`config.mk`:
```
export PLATFORM = sky130hd
export DESIGN_NAME = trap_unit
export DESIGN_NICKNAME = d
export VERILOG_FILES = /design/src/trap_pkg.sv /design/src/csr_bus.sv /design/src/csr_file.sv /design/src/machine_timer.sv /design/src/trap_dispatch.sv /design/src/trap_unit.sv
export VERILOG_INCLUDE_DIRS = /design/src
export SDC_FILE = /design/constraint.sdc
export NUM_CORES = 1
export LEC_CHECK = 0
export ABC_AREA = 0
export ABC_CLOCK_PERIOD_IN_PS = 8700
export BUFFER_PORTS_ARGS = -buffer_cell sky130_fd_sc_hd__buf_2
export CAP_MARGIN = 20
export CORE_ASPECT_RATIO = 1.1
export CORE_MARGIN = 5
export CORE_UTILIZATION = 35
export DETAILED_ROUTE_END_ITERATION = 10
export PLACE_DENSITY_LB_ADDON = 0.15
export REMOVE_ABC_BUFFERS = 1
export SLEW_MARGIN = 10
export SYNTH_ARGS = -nofsm -noshare
export SYNTH_HDL_FRONTEND = slang
export SYNTH_SLANG_ARGS = --single-unit
```
`constraint.sdc`:
```
create_clock -name clk -period 8.7 [get_ports clk]
set_input_delay 1.305 -clock clk [delete_from_list [all_inputs] [get_ports clk]]
set_output_delay 1.305 -clock clk [all_outputs]
set_load 0.03 [all_outputs]
```
`src/trap_settings.svh`:
```
// Trap unit settings
`ifndef TRAP_SETTINGS_SVH
`define TRAP_SETTINGS_SVH

// Data path and bus widths.
`define XLEN              32
`define WB_ADR_W          13

// Machine-mode CSR numbers.
`define CSR_MSTATUS       12'h300
`define CSR_MISA          12'h301
`define CSR_MIE           12'h304
`define CSR_MTVEC         12'h305
`define CSR_MSCRATCH      12'h340
`define CSR_MEPC          12'h341
`define CSR_MCAUSE        12'h342
`define CSR_MIP           12'h344
`define CSR_MARCHID       12'hf12
`define CSR_MHARTID       12'hf14

// Timer word offsets.
`define TMR_MTIME_LO      2'd0
`define TMR_MTIME_HI      2'd1
`define TMR_MTIMECMP_LO   2'd2
`define TMR_MTIMECMP_HI   2'd3

// Identity words. RV32I, MXL 01.
`define MISA_VALUE        32'h4000_0100
`define MARCHID_VALUE     32'd37
`define HART_ID           32'd0

// Interrupt numbering and enable delay.
`define IRQ_EXT_LO        16
`define IRQ_TIMER         7
`define MIE_DELAY         2

`endif

```
`src/trap_pkg.sv`:
```
// Trap unit types
`default_nettype none

package trap_pkg;

    // What the CSR file does this cycle.
    typedef enum logic [1:0] {
        EV_NONE,
        EV_IRQ,
        EV_TRAP,
        EV_RET
    } trap_event_e;

    // Wishbone front end state.
    typedef enum logic {
        BUS_IDLE,
        BUS_ACK
    } bus_state_e;

    // Result of a CSR address lookup.
    typedef enum logic [1:0] {
        ACC_OK,
        ACC_NONE,
        ACC_RDONLY
    } access_e;

endpackage

`default_nettype wire

```
`src/csr_bus.sv`:
```
// Wishbone CSR and timer front end
`timescale 1ns/10ps
`default_nettype none
`include "trap_settings.svh"

module csr_bus (
    input  wire logic                  clk,
    input  wire logic                  rst,
    input  wire logic                  wb_cyc,
    input  wire logic                  wb_stb,
    input  wire logic                  wb_we,
    input  wire logic [`WB_ADR_W-1:0]  wb_adr,
    input  wire logic [`XLEN-1:0]      wb_dat_w,
    input  wire logic [`XLEN-1:0]      csr_rdata,
    input  wire trap_pkg::access_e     csr_access,
    input  wire logic [`XLEN-1:0]      tmr_rdata,
    output logic      [`XLEN-1:0]      wb_dat_r,
    output logic                       wb_ack,
    output logic                       wb_err,
    output logic      [11:0]           csr_addr,
    output logic                       csr_we,
    output logic      [`XLEN-1:0]      csr_wdata,
    output logic                       tmr_sel,
    output logic                       tmr_we,
    output logic      [1:0]            tmr_word
);
    trap_pkg::bus_state_e state;
    logic commit;
    logic acc_ok;

    // Top address bit picks the timer region.
    assign tmr_sel   = wb_adr[`WB_ADR_W-1];
    assign tmr_word  = wb_adr[1:0];
    assign csr_addr  = wb_adr[11:0];
    assign csr_wdata = wb_dat_w;

    // Request seen while idle, answered at the next edge.
    assign commit = (state == trap_pkg::BUS_IDLE) && wb_cyc && wb_stb;

    // Reads of read-only CSRs are fine, writes are not.
    // Timer words always exist.
    assign acc_ok = tmr_sel ||
                    (csr_access == trap_pkg::ACC_OK) ||
                    ((csr_access == trap_pkg::ACC_RDONLY) && !wb_we);

    // Write strobes only on the committing cycle.
    assign csr_we = commit && wb_we && !tmr_sel && (csr_access == trap_pkg::ACC_OK);
    assign tmr_we = commit && wb_we && tmr_sel;

    always_ff @(posedge clk) begin
        if (rst) begin
            state  <= trap_pkg::BUS_IDLE;
            wb_ack <= 1'b0;
            wb_err <= 1'b0;
        end else if (commit) begin
            state  <= trap_pkg::BUS_ACK;
            wb_ack <= acc_ok;
            wb_err <= !acc_ok;
        end else begin
            // One cycle of ack, then idle again.
            state  <= trap_pkg::BUS_IDLE;
            wb_ack <= 1'b0;
            wb_err <= 1'b0;
        end
    end

    // Read data held with the ack.
    always_ff @(posedge clk) begin
        if (commit) begin
            wb_dat_r <= tmr_sel ? tmr_rdata : csr_rdata;
        end
    end
endmodule

`default_nettype wire

```
`src/csr_file.sv`:
```
// Machine-mode CSR file
`timescale 1ns/10ps
`default_nettype none
`include "trap_settings.svh"

module csr_file (
    input  wire logic              clk,
    input  wire logic              rst,
    input  wire logic [11:0]       csr_addr,
    input  wire logic              csr_we,
    input  wire logic [`XLEN-1:0]  csr_wdata,
    input  wire trap_pkg::trap_event_e ev,
    input  wire logic [4:0]        ev_cause,
    input  wire logic [`XLEN-1:1]  ev_epc,
    input  wire logic [`XLEN-1:0]  ip_bits,
    output logic      [`XLEN-1:0]  csr_rdata,
    output trap_pkg::access_e      csr_access,
    output logic                   mstatus_mie,
    output logic      [`XLEN-1:0]  mie_bits,
    output logic      [`XLEN-1:2]  mtvec,
    output logic      [`XLEN-1:1]  mepc
);
    // Stored fields.
    logic             mstatus_mpie;
    logic [`XLEN-1:0] mscratch;
    logic             mcause_int;
    logic [4:0]       mcause_no;

    // Assembled CSR words.
    logic [`XLEN-1:0] mstatus_word;
    logic [`XLEN-1:0] mcause_word;
    logic [`XLEN-1:0] mip_word;
    logic             trap_entry;

    always_comb begin
        mstatus_word    = '0;
        mstatus_word[3] = mstatus_mie;
        mstatus_word[7] = mstatus_mpie;
    end

    assign mcause_word = {mcause_int, {(`XLEN-6){1'b0}}, mcause_no};

    // Pending bits only show where enabled.
    assign mip_word = ip_bits & mie_bits;

    // Interrupts and traps share the entry sequence.
    assign trap_entry = (ev == trap_pkg::EV_IRQ) || (ev == trap_pkg::EV_TRAP);

    // Read mux and access check.
    always_comb begin
        csr_access = trap_pkg::ACC_OK;
        csr_rdata  = '0;
        case (csr_addr)
            `CSR_MSTATUS:  csr_rdata = mstatus_word;
            `CSR_MIE:      csr_rdata = mie_bits;
            `CSR_MTVEC:    csr_rdata = {mtvec, 2'b00};
            `CSR_MSCRATCH: csr_rdata = mscratch;
            `CSR_MEPC:     csr_rdata = {mepc, 1'b0};
            `CSR_MCAUSE:   csr_rdata = mcause_word;
            `CSR_MIP:      csr_rdata = mip_word;
            `CSR_MISA: begin
                csr_access = trap_pkg::ACC_RDONLY;
                csr_rdata  = `MISA_VALUE;
            end
            `CSR_MARCHID: begin
                csr_access = trap_pkg::ACC_RDONLY;
                csr_rdata  = `MARCHID_VALUE;
            end
            `CSR_MHARTID: begin
                csr_access = trap_pkg::ACC_RDONLY;
                csr_rdata  = `HART_ID;
            end
            default: csr_access = trap_pkg::ACC_NONE;
        endcase
    end

    // Trap entry wins over a bus write, a bus write over MRET.
    always_ff @(posedge clk) begin
        if (rst) begin
            mstatus_mie  <= 1'b0;
            mstatus_mpie <= 1'b0;
            mie_bits     <= '0;
            mtvec        <= '0;
            mscratch     <= '0;
            mepc         <= '0;
            mcause_int   <= 1'b0;
            mcause_no    <= '0;
        end else if (trap_entry) begin
            mstatus_mpie <= mstatus_mie;
            mstatus_mie  <= 1'b0;
            mepc         <= ev_epc;
            mcause_int   <= (ev == trap_pkg::EV_IRQ);
            mcause_no    <= ev_cause;
        end else if (csr_we) begin
            case (csr_addr)
                `CSR_MSTATUS: begin
                    mstatus_mie  <= csr_wdata[3];
                    mstatus_mpie <= csr_wdata[7];
                end
                `CSR_MIE:      mie_bits <= csr_wdata;
                `CSR_MTVEC:    mtvec    <= csr_wdata[`XLEN-1:2];
                `CSR_MSCRATCH: mscratch <= csr_wdata;
                `CSR_MEPC:     mepc     <= csr_wdata[`XLEN-1:1];
                `CSR_MCAUSE: begin
                    mcause_int <= csr_wdata[`XLEN-1];
                    mcause_no  <= csr_wdata[4:0];
                end
                default: ;
            endcase
        end else if (ev == trap_pkg::EV_RET) begin
            // MRET restores the enable.
            mstatus_mie <= mstatus_mpie;
        end
    end
endmodule

`default_nettype wire

```
`src/machine_timer.sv`:
```
// Machine timer
`timescale 1ns/10ps
`default_nettype none
`include "trap_settings.svh"

module machine_timer (
    input  wire logic              clk,
    input  wire logic              rst,
    input  wire logic              tmr_sel,
    input  wire logic              tmr_we,
    input  wire logic [1:0]        tmr_word,
    input  wire logic [`XLEN-1:0]  wdata,
    output logic      [`XLEN-1:0]  tmr_rdata,
    output logic                   timer_irq
);
    logic [2*`XLEN-1:0] mtime;
    logic [2*`XLEN-1:0] mtimecmp;
    logic               wr;

    assign wr = tmr_sel && tmr_we;

    // Counts clk cycles. A write replaces the increment.
    always_ff @(posedge clk) begin
        if (rst) begin
            mtime    <= '0;
            mtimecmp <= '1;
        end else begin
            if (wr && tmr_word == `TMR_MTIME_LO) begin
                mtime[`XLEN-1:0] <= wdata;
            end else if (wr && tmr_word == `TMR_MTIME_HI) begin
                mtime[2*`XLEN-1:`XLEN] <= wdata;
            end else begin
                mtime <= mtime + 1'b1;
            end
            // Compare value, one word at a time.
            if (wr && tmr_word == `TMR_MTIMECMP_LO) begin
                mtimecmp[`XLEN-1:0] <= wdata;
            end
            if (wr && tmr_word == `TMR_MTIMECMP_HI) begin
                mtimecmp[2*`XLEN-1:`XLEN] <= wdata;
            end
        end
    end

    // Word read mux.
    always_comb begin
        case (tmr_word)
            `TMR_MTIME_LO:    tmr_rdata = mtime[`XLEN-1:0];
            `TMR_MTIME_HI:    tmr_rdata = mtime[2*`XLEN-1:`XLEN];
            `TMR_MTIMECMP_LO: tmr_rdata = mtimecmp[`XLEN-1:0];
            default:          tmr_rdata = mtimecmp[2*`XLEN-1:`XLEN];
        endcase
    end

    // Unsigned compare, level output.
    assign timer_irq = (mtime >= mtimecmp);
endmodule

`default_nettype wire

```
`src/trap_dispatch.sv`:
```
// Interrupt and trap dispatch
`timescale 1ns/10ps
`default_nettype none
`include "trap_settings.svh"

module trap_dispatch (
    input  wire logic                        clk,
    input  wire logic                        rst,
    input  wire logic [`XLEN-1:`IRQ_EXT_LO]  irq,
    input  wire logic                        timer_irq,
    input  wire logic                        mstatus_mie,
    input  wire logic [`XLEN-1:0]            mie_bits,
    input  wire logic                        retire_valid,
    input  wire logic [`XLEN-1:1]            retire_pc,
    input  wire logic                        trap_req,
    input  wire logic [3:0]                  trap_cause,
    input  wire logic                        mret,
    output trap_pkg::trap_event_e            ev,
    output logic      [4:0]                  ev_cause,
    output logic      [`XLEN-1:1]            ev_epc,
    output logic      [`XLEN-1:0]            ip_bits,
    output logic                             trap_taken
);
    logic [`XLEN-1:0]     ip_next;
    logic [`XLEN-1:0]     irq_mask;
    logic [`MIE_DELAY-1:0] mie_hist;
    logic                 irq_en;
    logic                 irq_pend;
    logic [4:0]           irq_cause;

    // Map sources onto their mip positions.
    always_comb begin
        ip_next                        = '0;
        ip_next[`XLEN-1:`IRQ_EXT_LO]   = irq;
        ip_next[`IRQ_TIMER]            = timer_irq;
    end

    // Pending latch and MIE history.
    always_ff @(posedge clk) begin
        if (rst) begin
            ip_bits  <= '0;
            mie_hist <= '0;
        end else begin
            ip_bits  <= ip_next;
            mie_hist <= {mie_hist[`MIE_DELAY-2:0], mstatus_mie};
        end
    end

    // MIE must have held for the whole delay.
    assign irq_en = (&mie_hist) && mstatus_mie;

    // Bit 0 never interrupts.
    assign irq_mask = ip_bits & mie_bits & ~`XLEN'(1);
    assign irq_pend = |irq_mask;

    // Walk downwards so the lowest number wins.
    always_comb begin
        irq_cause = '0;
        for (int i = `XLEN-1; i > 0; i--) begin
            if (irq_mask[i]) begin
                irq_cause = 5'(i);
            end
        end
    end

    assign ev_epc = retire_pc;

    // Interrupt beats trap, MRET only when nothing else fires.
    always_comb begin
        ev       = trap_pkg::EV_NONE;
        ev_cause = '0;
        if (retire_valid && irq_en && irq_pend) begin
            ev       = trap_pkg::EV_IRQ;
            ev_cause = irq_cause;
        end else if (retire_valid && trap_req) begin
            ev       = trap_pkg::EV_TRAP;
            ev_cause = {1'b0, trap_cause};
        end else if (retire_valid && mret) begin
            ev       = trap_pkg::EV_RET;
        end
    end

    assign trap_taken = (ev == trap_pkg::EV_IRQ) || (ev == trap_pkg::EV_TRAP);
endmodule

`default_nettype wire

```
`src/trap_unit.sv`:
```
// Trap and CSR unit top level
`timescale 1ns/10ps
`default_nettype none
`include "trap_settings.svh"

module trap_unit (
    input  wire logic                        clk,
    input  wire logic                        rst,
    input  wire logic                        wb_cyc,
    input  wire logic                        wb_stb,
    input  wire logic                        wb_we,
    input  wire logic [`WB_ADR_W-1:0]        wb_adr,
    input  wire logic [`XLEN-1:0]            wb_dat_w,
    output logic      [`XLEN-1:0]            wb_dat_r,
    output logic                             wb_ack,
    output logic                             wb_err,
    input  wire logic                        retire_valid,
    input  wire logic [`XLEN-1:1]            retire_pc,
    input  wire logic                        trap_req,
    input  wire logic [3:0]                  trap_cause,
    input  wire logic                        mret,
    input  wire logic [`XLEN-1:`IRQ_EXT_LO]  irq,
    output logic                             trap_taken,
    output logic      [`XLEN-1:2]            trap_vector,
    output logic      [`XLEN-1:1]            ret_pc
);
    // Bus to CSR file and timer.
    logic [11:0]           csr_addr;
    logic                  csr_we;
    logic [`XLEN-1:0]      csr_wdata;
    logic [`XLEN-1:0]      csr_rdata;
    trap_pkg::access_e     csr_access;
    logic                  tmr_sel;
    logic                  tmr_we;
    logic [1:0]            tmr_word;
    logic [`XLEN-1:0]      tmr_rdata;
    // Dispatch to CSR file and back.
    trap_pkg::trap_event_e ev;
    logic [4:0]            ev_cause;
    logic [`XLEN-1:1]      ev_epc;
    logic [`XLEN-1:0]      ip_bits;
    logic                  mstatus_mie;
    logic [`XLEN-1:0]      mie_bits;
    logic                  timer_irq;

    csr_bus bus0 (
        .clk, .rst, .wb_cyc, .wb_stb, .wb_we, .wb_adr, .wb_dat_w,
        .csr_rdata, .csr_access, .tmr_rdata,
        .wb_dat_r, .wb_ack, .wb_err,
        .csr_addr, .csr_we, .csr_wdata, .tmr_sel, .tmr_we, .tmr_word
    );

    // Trap vector and return PC come straight from the CSRs.
    csr_file csrs0 (
        .clk, .rst, .csr_addr, .csr_we, .csr_wdata,
        .ev, .ev_cause, .ev_epc, .ip_bits,
        .csr_rdata, .csr_access, .mstatus_mie, .mie_bits,
        .mtvec(trap_vector), .mepc(ret_pc)
    );

    trap_dispatch disp0 (
        .clk, .rst, .irq, .timer_irq, .mstatus_mie, .mie_bits,
        .retire_valid, .retire_pc, .trap_req, .trap_cause, .mret,
        .ev, .ev_cause, .ev_epc, .ip_bits, .trap_taken
    );

    machine_timer tmr0 (
        .clk, .rst, .tmr_sel, .tmr_we, .tmr_word,
        .wdata(csr_wdata), .tmr_rdata, .timer_irq
    );
endmodule

`default_nettype wire

```
==> results of run 1 <==
Yosys cell counts, drive strengths merged, types with 5 or more instances:
library cell	count
a211oi	59
a21o	18
a21oi	129
a221o	5
a221oi	23
a222oi	11
a22o	18
a22oi	26
a31oi	20
and2	10
and3	16
and4	12
buf	25
clkbuf	140
dfxtp	283
edfxtp	32
ha	67
inv	80
mux2i	70
mux4	32
nand2	307
nand2b	12
nand3	48
nand4	34
nor2	120
nor2b	19
nor3	27
nor4	11
nor4b	5
o211ai	74
o21a	6
o21ai	100
o22ai	17
o2bb2ai	14
o311ai	7
or3	15
or4	6
layout make-up:
| class | instances | area share, % |
|---|---|---|
| Multi-Input combinational cell | 1397 | 47.6 |
| Tap cell | 645 | 4.15 |
| Clock buffer | 57 | 5.57 |
| Inverter | 80 | 1.55 |
| Timing Repair Buffer | 231 | 6.58 |
| Sequential cell | 315 | 34.1 |
| Clock inverter | 10 | 0.412 |
tightest hold or removal path: cells and delay by family (launching register included):
kind / cells / cell delay, ns
AO/OA/AOI/OAI: 1 / 0.05
flip-flops: 1 / 0.31
AND/OR/NAND/NOR: 1 / 0.05
how the worst max path moves through the flow:
stage                      start            endpoint  slack (ns)  cells after the start
2_1_floorplan          wb_adr[5]      csrs0.mepc[10]        2.84                      6
3_3_place_gp           wb_adr[1]  csrs0.mie_bits[18]        3.81                      8
3_5_place_dp           wb_adr[1]  csrs0.mie_bits[19]        3.99                      9
4_1_cts        disp0.ip_bits[16]          trap_taken        4.24                      7
5_1_grt        disp0.ip_bits[16]          trap_taken        4.09                      7
6_report       disp0.ip_bits[16]          trap_taken        4.20                      7
registers in the layout, summed over array words and instances, names as in the netlist:
signal	cells
csrs0.mcause_no	5
csrs0.mstatus_mie	1
csrs0.mcause_int	1
tmr0.mtimecmp	64
csrs0.mepc	31
bus0.wb_err	1
bus0.state	1
csrs0.mstatus_mpie	1
csrs0.mie_bits	32
tmr0.mtime	64
csrs0.mtvec	30
disp0.ip_bits	17
csrs0.mscratch	32
bus0.wb_ack	1
disp0.mie_hist	2
bus0.wb_dat_r	32
metrics by stage:
step                instance area (µm²)  cells  hold WS, ns  setup slack, ns  utilization [%]
global route                      19400   2735        0.473             4.09             40.8
global placement                  18200   2665        0.440             3.81             38.3
CTS                               19400   2735        0.452             4.24             40.8
floorplan                         16100   1792        0.425             2.84                -
finish                            19400   2735        0.455             4.20             40.8
detailed placement                18300   2668        0.446             3.99             38.4
metal layers:
layer / vias to the layer above / share of wire [%] / track usage (%)
met4: 0 / 3.4 / 7.88
met3: 120 / 6.3 / 4.10
li1: 7416 / - / -
met2: 556 / 47 / 39.2
met5: - / 0 / 0
met1: 7774 / 43 / 32.1
logic make-up after synthesis:
kind of cell	Yosys count	synth area share [%]
compound gates	562	22.5
simple gates	658	18.5
flops	315	39.5
buf+inv	245	5.56
xor+xnor	4	0.209
fa+ha+maj	67	5.00
mux	106	8.77
report_power, final:
group	switching (µW)	internal [µW]	leakage (µW)
Clock	643	888	0.000563
Combinational	208	89.1	0.00460
Sequential	34.4	1500	0.00260
==> impl_metrics.json, run 1 <==
{
  "clock-sinks": 315,
  "path_buf_inv": 2,
  "ys_top_cells_by_area": "dfxtp_1 (34%), nand2_1 (6.9%), edfxtp_1 (5.7%)",
  "rsz0062_at_grt": "no",
  "clock_path_buffers": 3,
  "drive_gt1_share_pct": 16.4,
  "grt_use_total_pct": 23.9,
  "via_per_inst": 5.80,
  "boundaryPins": 200,
  "synth_seq_cells": 315,
  "peakVddDrop_mv": 0.107,
  "insertedDiodeCount": 0,
  "layout_common_cells": "nand2_1 (306), dfxtp_1 (283), buf_2 (198)",
  "dr.pass1.iters": 5,
  "ys.flop_type": "dfxtp_1",
  "synth_area_um2": 16800,
  "status": "completed",
  "setup_viol": 0,
  "synthArstFlopShare_pct": 0,
  "post_cts_buffers": 0,
  "fin_crit_sh_pct": 51.7,
  "final-hold-violation-count": 0,
  "synth_enable_flop_cells": 32,
  "drtIter0Drc": 1504,
  "htree_levels": 2,
  "io_buffers": 199,
  "ys_seq_area_share_pct": 39.5,
  "cts_buffers": 37,
  "total_power_uw": 3370,
  "die_area_um2": 52400,
  "ff_latch_area_um2": 6630,
  "gp_congestion": 0.855,
  "initial_utilization_pct": 35.2,
  "die_h_um": 240,
  "cap_violations": 0,
  "cp_top_family": "simple AND/OR/NAND/NOR gates",
  "hpwl_mm": 45.4,
  "timing.rr.end": "csrs0.mtvec[28]",
  "crit_arrival_ns": 3.19,
  "cts-root-buf": "clkbuf_16",
  "clkLatencyLatePin_ns": 0.57,
  "coreArea_um2": 47600,
  "ff2ff_setup_slack_ns": 4.52,
  "grt_start_max_net_pins": 82,
  "nets": 2233,
  "slew_violations": 0,
  "post-route-min-period_ns": 4.50,
  "fill_cells": 4786,
  "cts_tree": "done",
  "avgSynthCellArea_um2": 8.56,
  "max_stage_delay_ns": 0.72,
  "drcViolationCount": 0,
  "hold_path.class": "reg2reg",
  "grt_pass1_wl_mm": 96.5,
  "synthCells": 1957,
  "leakage_uw": 0.00776,
  "num_rows": 84,
  "synth_top_area_share_pct": 33.8,
  "num_vias": 15866,
  "hold_depth": 2,
  "final_common_cell": "nand2_1",
  "area_growth_pct": 16.0,
  "die_w_um": 219,
  "crit_path_top_delay_cell": "nor4_1",
  "rr_worst_depth": 11,
  "path_class": "reg2out",
  "wire_per_inst_um": 23.7,
  "crit_required_ns": 7.39,
  "reg2reg_from": "disp0.ip_bits[16]",
  "ys_types": 75,
  "endpoint_kind": "primary output",
  "setup_tns_ns": 0,
  "multi_input_area_um2": 9260,
  "yosys_warnings": 0,
  "antenna_found_initial": 0,
  "grt_overflow": 0,
  "fmax_mhz": 222,
  "startpoint_type": "register",
  "postRouteAntennaNets": 0,
  "power_density_nw_per_um2": 173,
  "path_clk_slew_ns": 0.06,
  "worstHoldStart": "csrs0.mie_bits[3]",
  "postRouteWirelength_mm": 64.7,
  "ctsHoldBuffers": 0,
  "finalClockSkew_ns": 0.0225,
  "worst_slew_pin_slew_ns": 0.979,
  "slew_headroom_pct": 34.3,
  "path_cells": "a22o_1, nor4_1, a31oi_1, or2_2, ha_2, inv_1, buf_2",
  "cts_resized": 0,
  "grt_pass1_vias": 15218,
  "critPathMaxFanout": 4,
  "hold-path-endpoint": "csrs0.mie_bits[3]",
  "synth_area_leader_cell": "dfxtp_1"
}
No activity file was read; power rests on OpenSTA's default activity.
==> inputs of run 2 (changes only) <==
--- a/config.mk
+++ b/config.mk
@@ -7,7 +7,7 @@
 export NUM_CORES = 1
 export LEC_CHECK = 0
 export ABC_AREA = 0
-export ABC_CLOCK_PERIOD_IN_PS = 8700
+export ABC_CLOCK_PERIOD_IN_PS = 4600
 export BUFFER_PORTS_ARGS = -buffer_cell sky130_fd_sc_hd__buf_2
 export CAP_MARGIN = 20
 export CORE_ASPECT_RATIO = 1.1
==> constraint.sdc (replaced) <==
create_clock -name clk -period 4.6 [get_ports clk]
set_input_delay 0.69 -clock clk [delete_from_list [all_inputs] [get_ports clk]]
set_output_delay 0.69 -clock clk [all_outputs]
set_load 0.03 [all_outputs]
==> run 2 against run 1 <==
Final cell count rose by 0.22%; wire length increased by 0.28%; global-route usage grew 0.079 points; count of clock-buffer cells in the layout rose by 4; critical path type is now reg2reg; largest power group unchanged; highest routed layer unchanged.
==> impl_metrics.json, run 2 (same netlist as run 1, synthesis figures left out) <==
{
  "status": "completed",
  "critPathMaxFanout": 20,
  "reg2reg_from": "csrs0.mie_bits[16]",
  "grt_overflow": 0,
  "path_clk_slew_ns": 0.06,
  "crit_arrival_ns": 4.45,
  "via_per_inst": 5.82,
  "hold_path.class": "in2reg",
  "worstHoldStart": "irq[27]",
  "dr.pass1.iters": 6,
  "rsz0062_at_grt": "no",
  "slew_headroom_pct": 24.3,
  "io_buffers": 199,
  "drive_gt1_share_pct": 16.7,
  "postRouteAntennaNets": 0,
  "reg_top3": "tmr0.mtime: 64 flops, tmr0.mtimecmp: 64 flops",
  "final_common_cell": "nand2_1",
  "grt_pass1_vias": 15126,
  "crit_required_ns": 5.02,
  "area_growth_pct": 16.3,
  "path_class": "reg2reg",
  "cp_top_family": "simple AND/OR/NAND/NOR gates",
  "worst_slew_pin_slew_ns": 1.12,
  "post_cts_buffers": 0,
  "antenna_found_initial": 0,
  "boundaryPins": 200,
  "top_layer": "met4",
  "crit_cells": 11,
  "grt_pass1_wl_mm": 97.3,
  "setup_viol": 0,
  "gp_congestion": 0.916,
  "final_core_util_pct": 40.9,
  "nets": 2239,
  "cts_buffers": 37,
  "drcViolationCount": 0,
  "leakage_uw": 0.00780,
  "fmax_mhz": 248,
  "setup_tns_ns": 0,
  "initial_utilization_pct": 35.2,
  "die_w_um": 219,
  "path_cells": "a22o_1, nor4_1, a31oi_1, or2_2, ha_2, inv_1, nor3_1, and3_2, buf_12, mux2i_1, nor2_1",
  "dp.cells": 2674,
  "dr_wl_met2_mm": 30.7,
  "num_rows": 84,
  "wire_per_inst_um": 23.7,
  "cap_violations": 0,
  "clock-sinks": 315,
  "stdcell_count": 2741,
  "slew_violations": 0,
  "peakVddDrop_mv": 0.203,
  "drtIter0Drc": 1528,
  "insertedDiodeCount": 0,
  "final-hold-violation-count": 0,
  "max_stage_delay_ns": 0.69,
  "clock_path_buffers": 3,
  "wl_met1_mm": 28.8,
  "power_density_nw_per_um2": 326,
  "rr_worst_depth": 11,
  "hpwl_mm": 46.0,
  "htree_levels": 2,
  "cts_resized": 0,
  "die_h_um": 240,
  "fill_cells": 4840,
  "startpoint": "csrs0.mie_bits[16]",
  "dr_wl_met3_mm": 3.79,
  "num_vias": 15947,
  "clkLatencyLatePin_ns": 0.56,
  "grt_use_total_pct": 24.0,
  "coreArea_um2": 47600,
  "path_buf_inv": 2,
  "startpoint_type": "register",
  "die_area_um2": 52400,
  "total_power_uw": 6360,
  "fin_crit_sh_pct": 87.7,
  "finalClockSkew_ns": 0.0183,
  "endpoint_kind": "register",
  "grt_start_max_net_pins": 76,
  "cts_tree": "done",
  "ctsHoldBuffers": 0,
  "post-route-min-period_ns": 4.04,
  "postRouteWirelength_mm": 64.9,
  "hold_depth": 2,
  "crit_path_top_delay_cell": "nor4_1",
  "cts-root-buf": "clkbuf_16",
  "layout_common_cells": "nand2_1 (306), dfxtp_1 (283), buf_2 (198)"
}
run 2: cell count changes in the layout (fill, tap and decap cells not counted), sizes merged:
cell / change
buf: +6
bufinv: -1
clkbuf: +4
clkinv: -3
clkinvlp: -1
inv: +1
run 2: final timing paths:
path         slack, ns            endpoint
max               0.56  csrs0.mscratch[22]
min               0.34   disp0.ip_bits[27]
max reg2reg       0.56  csrs0.mscratch[22]
min reg2reg       0.45   csrs0.mie_bits[1]
run 2: layout make-up:
type,instances,area [µm²],share of cell area (%)
multi-input combinational,1397,9260,47.5
timing repair buffer,237,1330,6.80
tap,645,807,4.14
sequential,315,6630,34.0
inverter,80,300,1.54
clock inverter,6,55.1,0.282
clock buffer,61,1120,5.73
run 2: layer usage:
| layer | global-route usage (%) | vias up |
|---|---|---|
| met5 | 0 | - |
| met4 | 6.60 | 0 |
| met3 | 3.22 | 97 |
| met2 | 39.8 | 578 |
| met1 | 32.9 | 7813 |
| li1 | - | 7459 |
run 2: power by group:
group          internal [µW]  switching (µW)  total, µW
Clock                   1660            1220       2880
Sequential              2840            66.1       2910
Combinational            169             395        564
Total                   4670            1680       6360
run 2: metrics by stage:
step / cell area [µm²] / hold WS (ns) / setup slack (ns)
after global routing: 19500 / 0.338 / 0.360
after global placement: 18300 / 0.440 / 0.822
after detailed placement: 18300 / 0.445 / 0.722
after CTS: 19500 / 0.309 / 0.684
final: 19500 / 0.338 / 0.564
after floorplan: 16100 / 0.425 / -0.857
run 2: worst reg2reg max path, cell delays in order, from the launching register on:
cell and delay [ns]:
dfxtp_1 0.34, a22o_1 0.27, nor4_1 0.69, a31oi_1 0.28, or2_2 0.37, ha_2 0.33
inv_1 0.06, nor3_1 0.41, and3_2 0.58, buf_12 0.26, mux2i_1 0.25, nor2_1 0.05
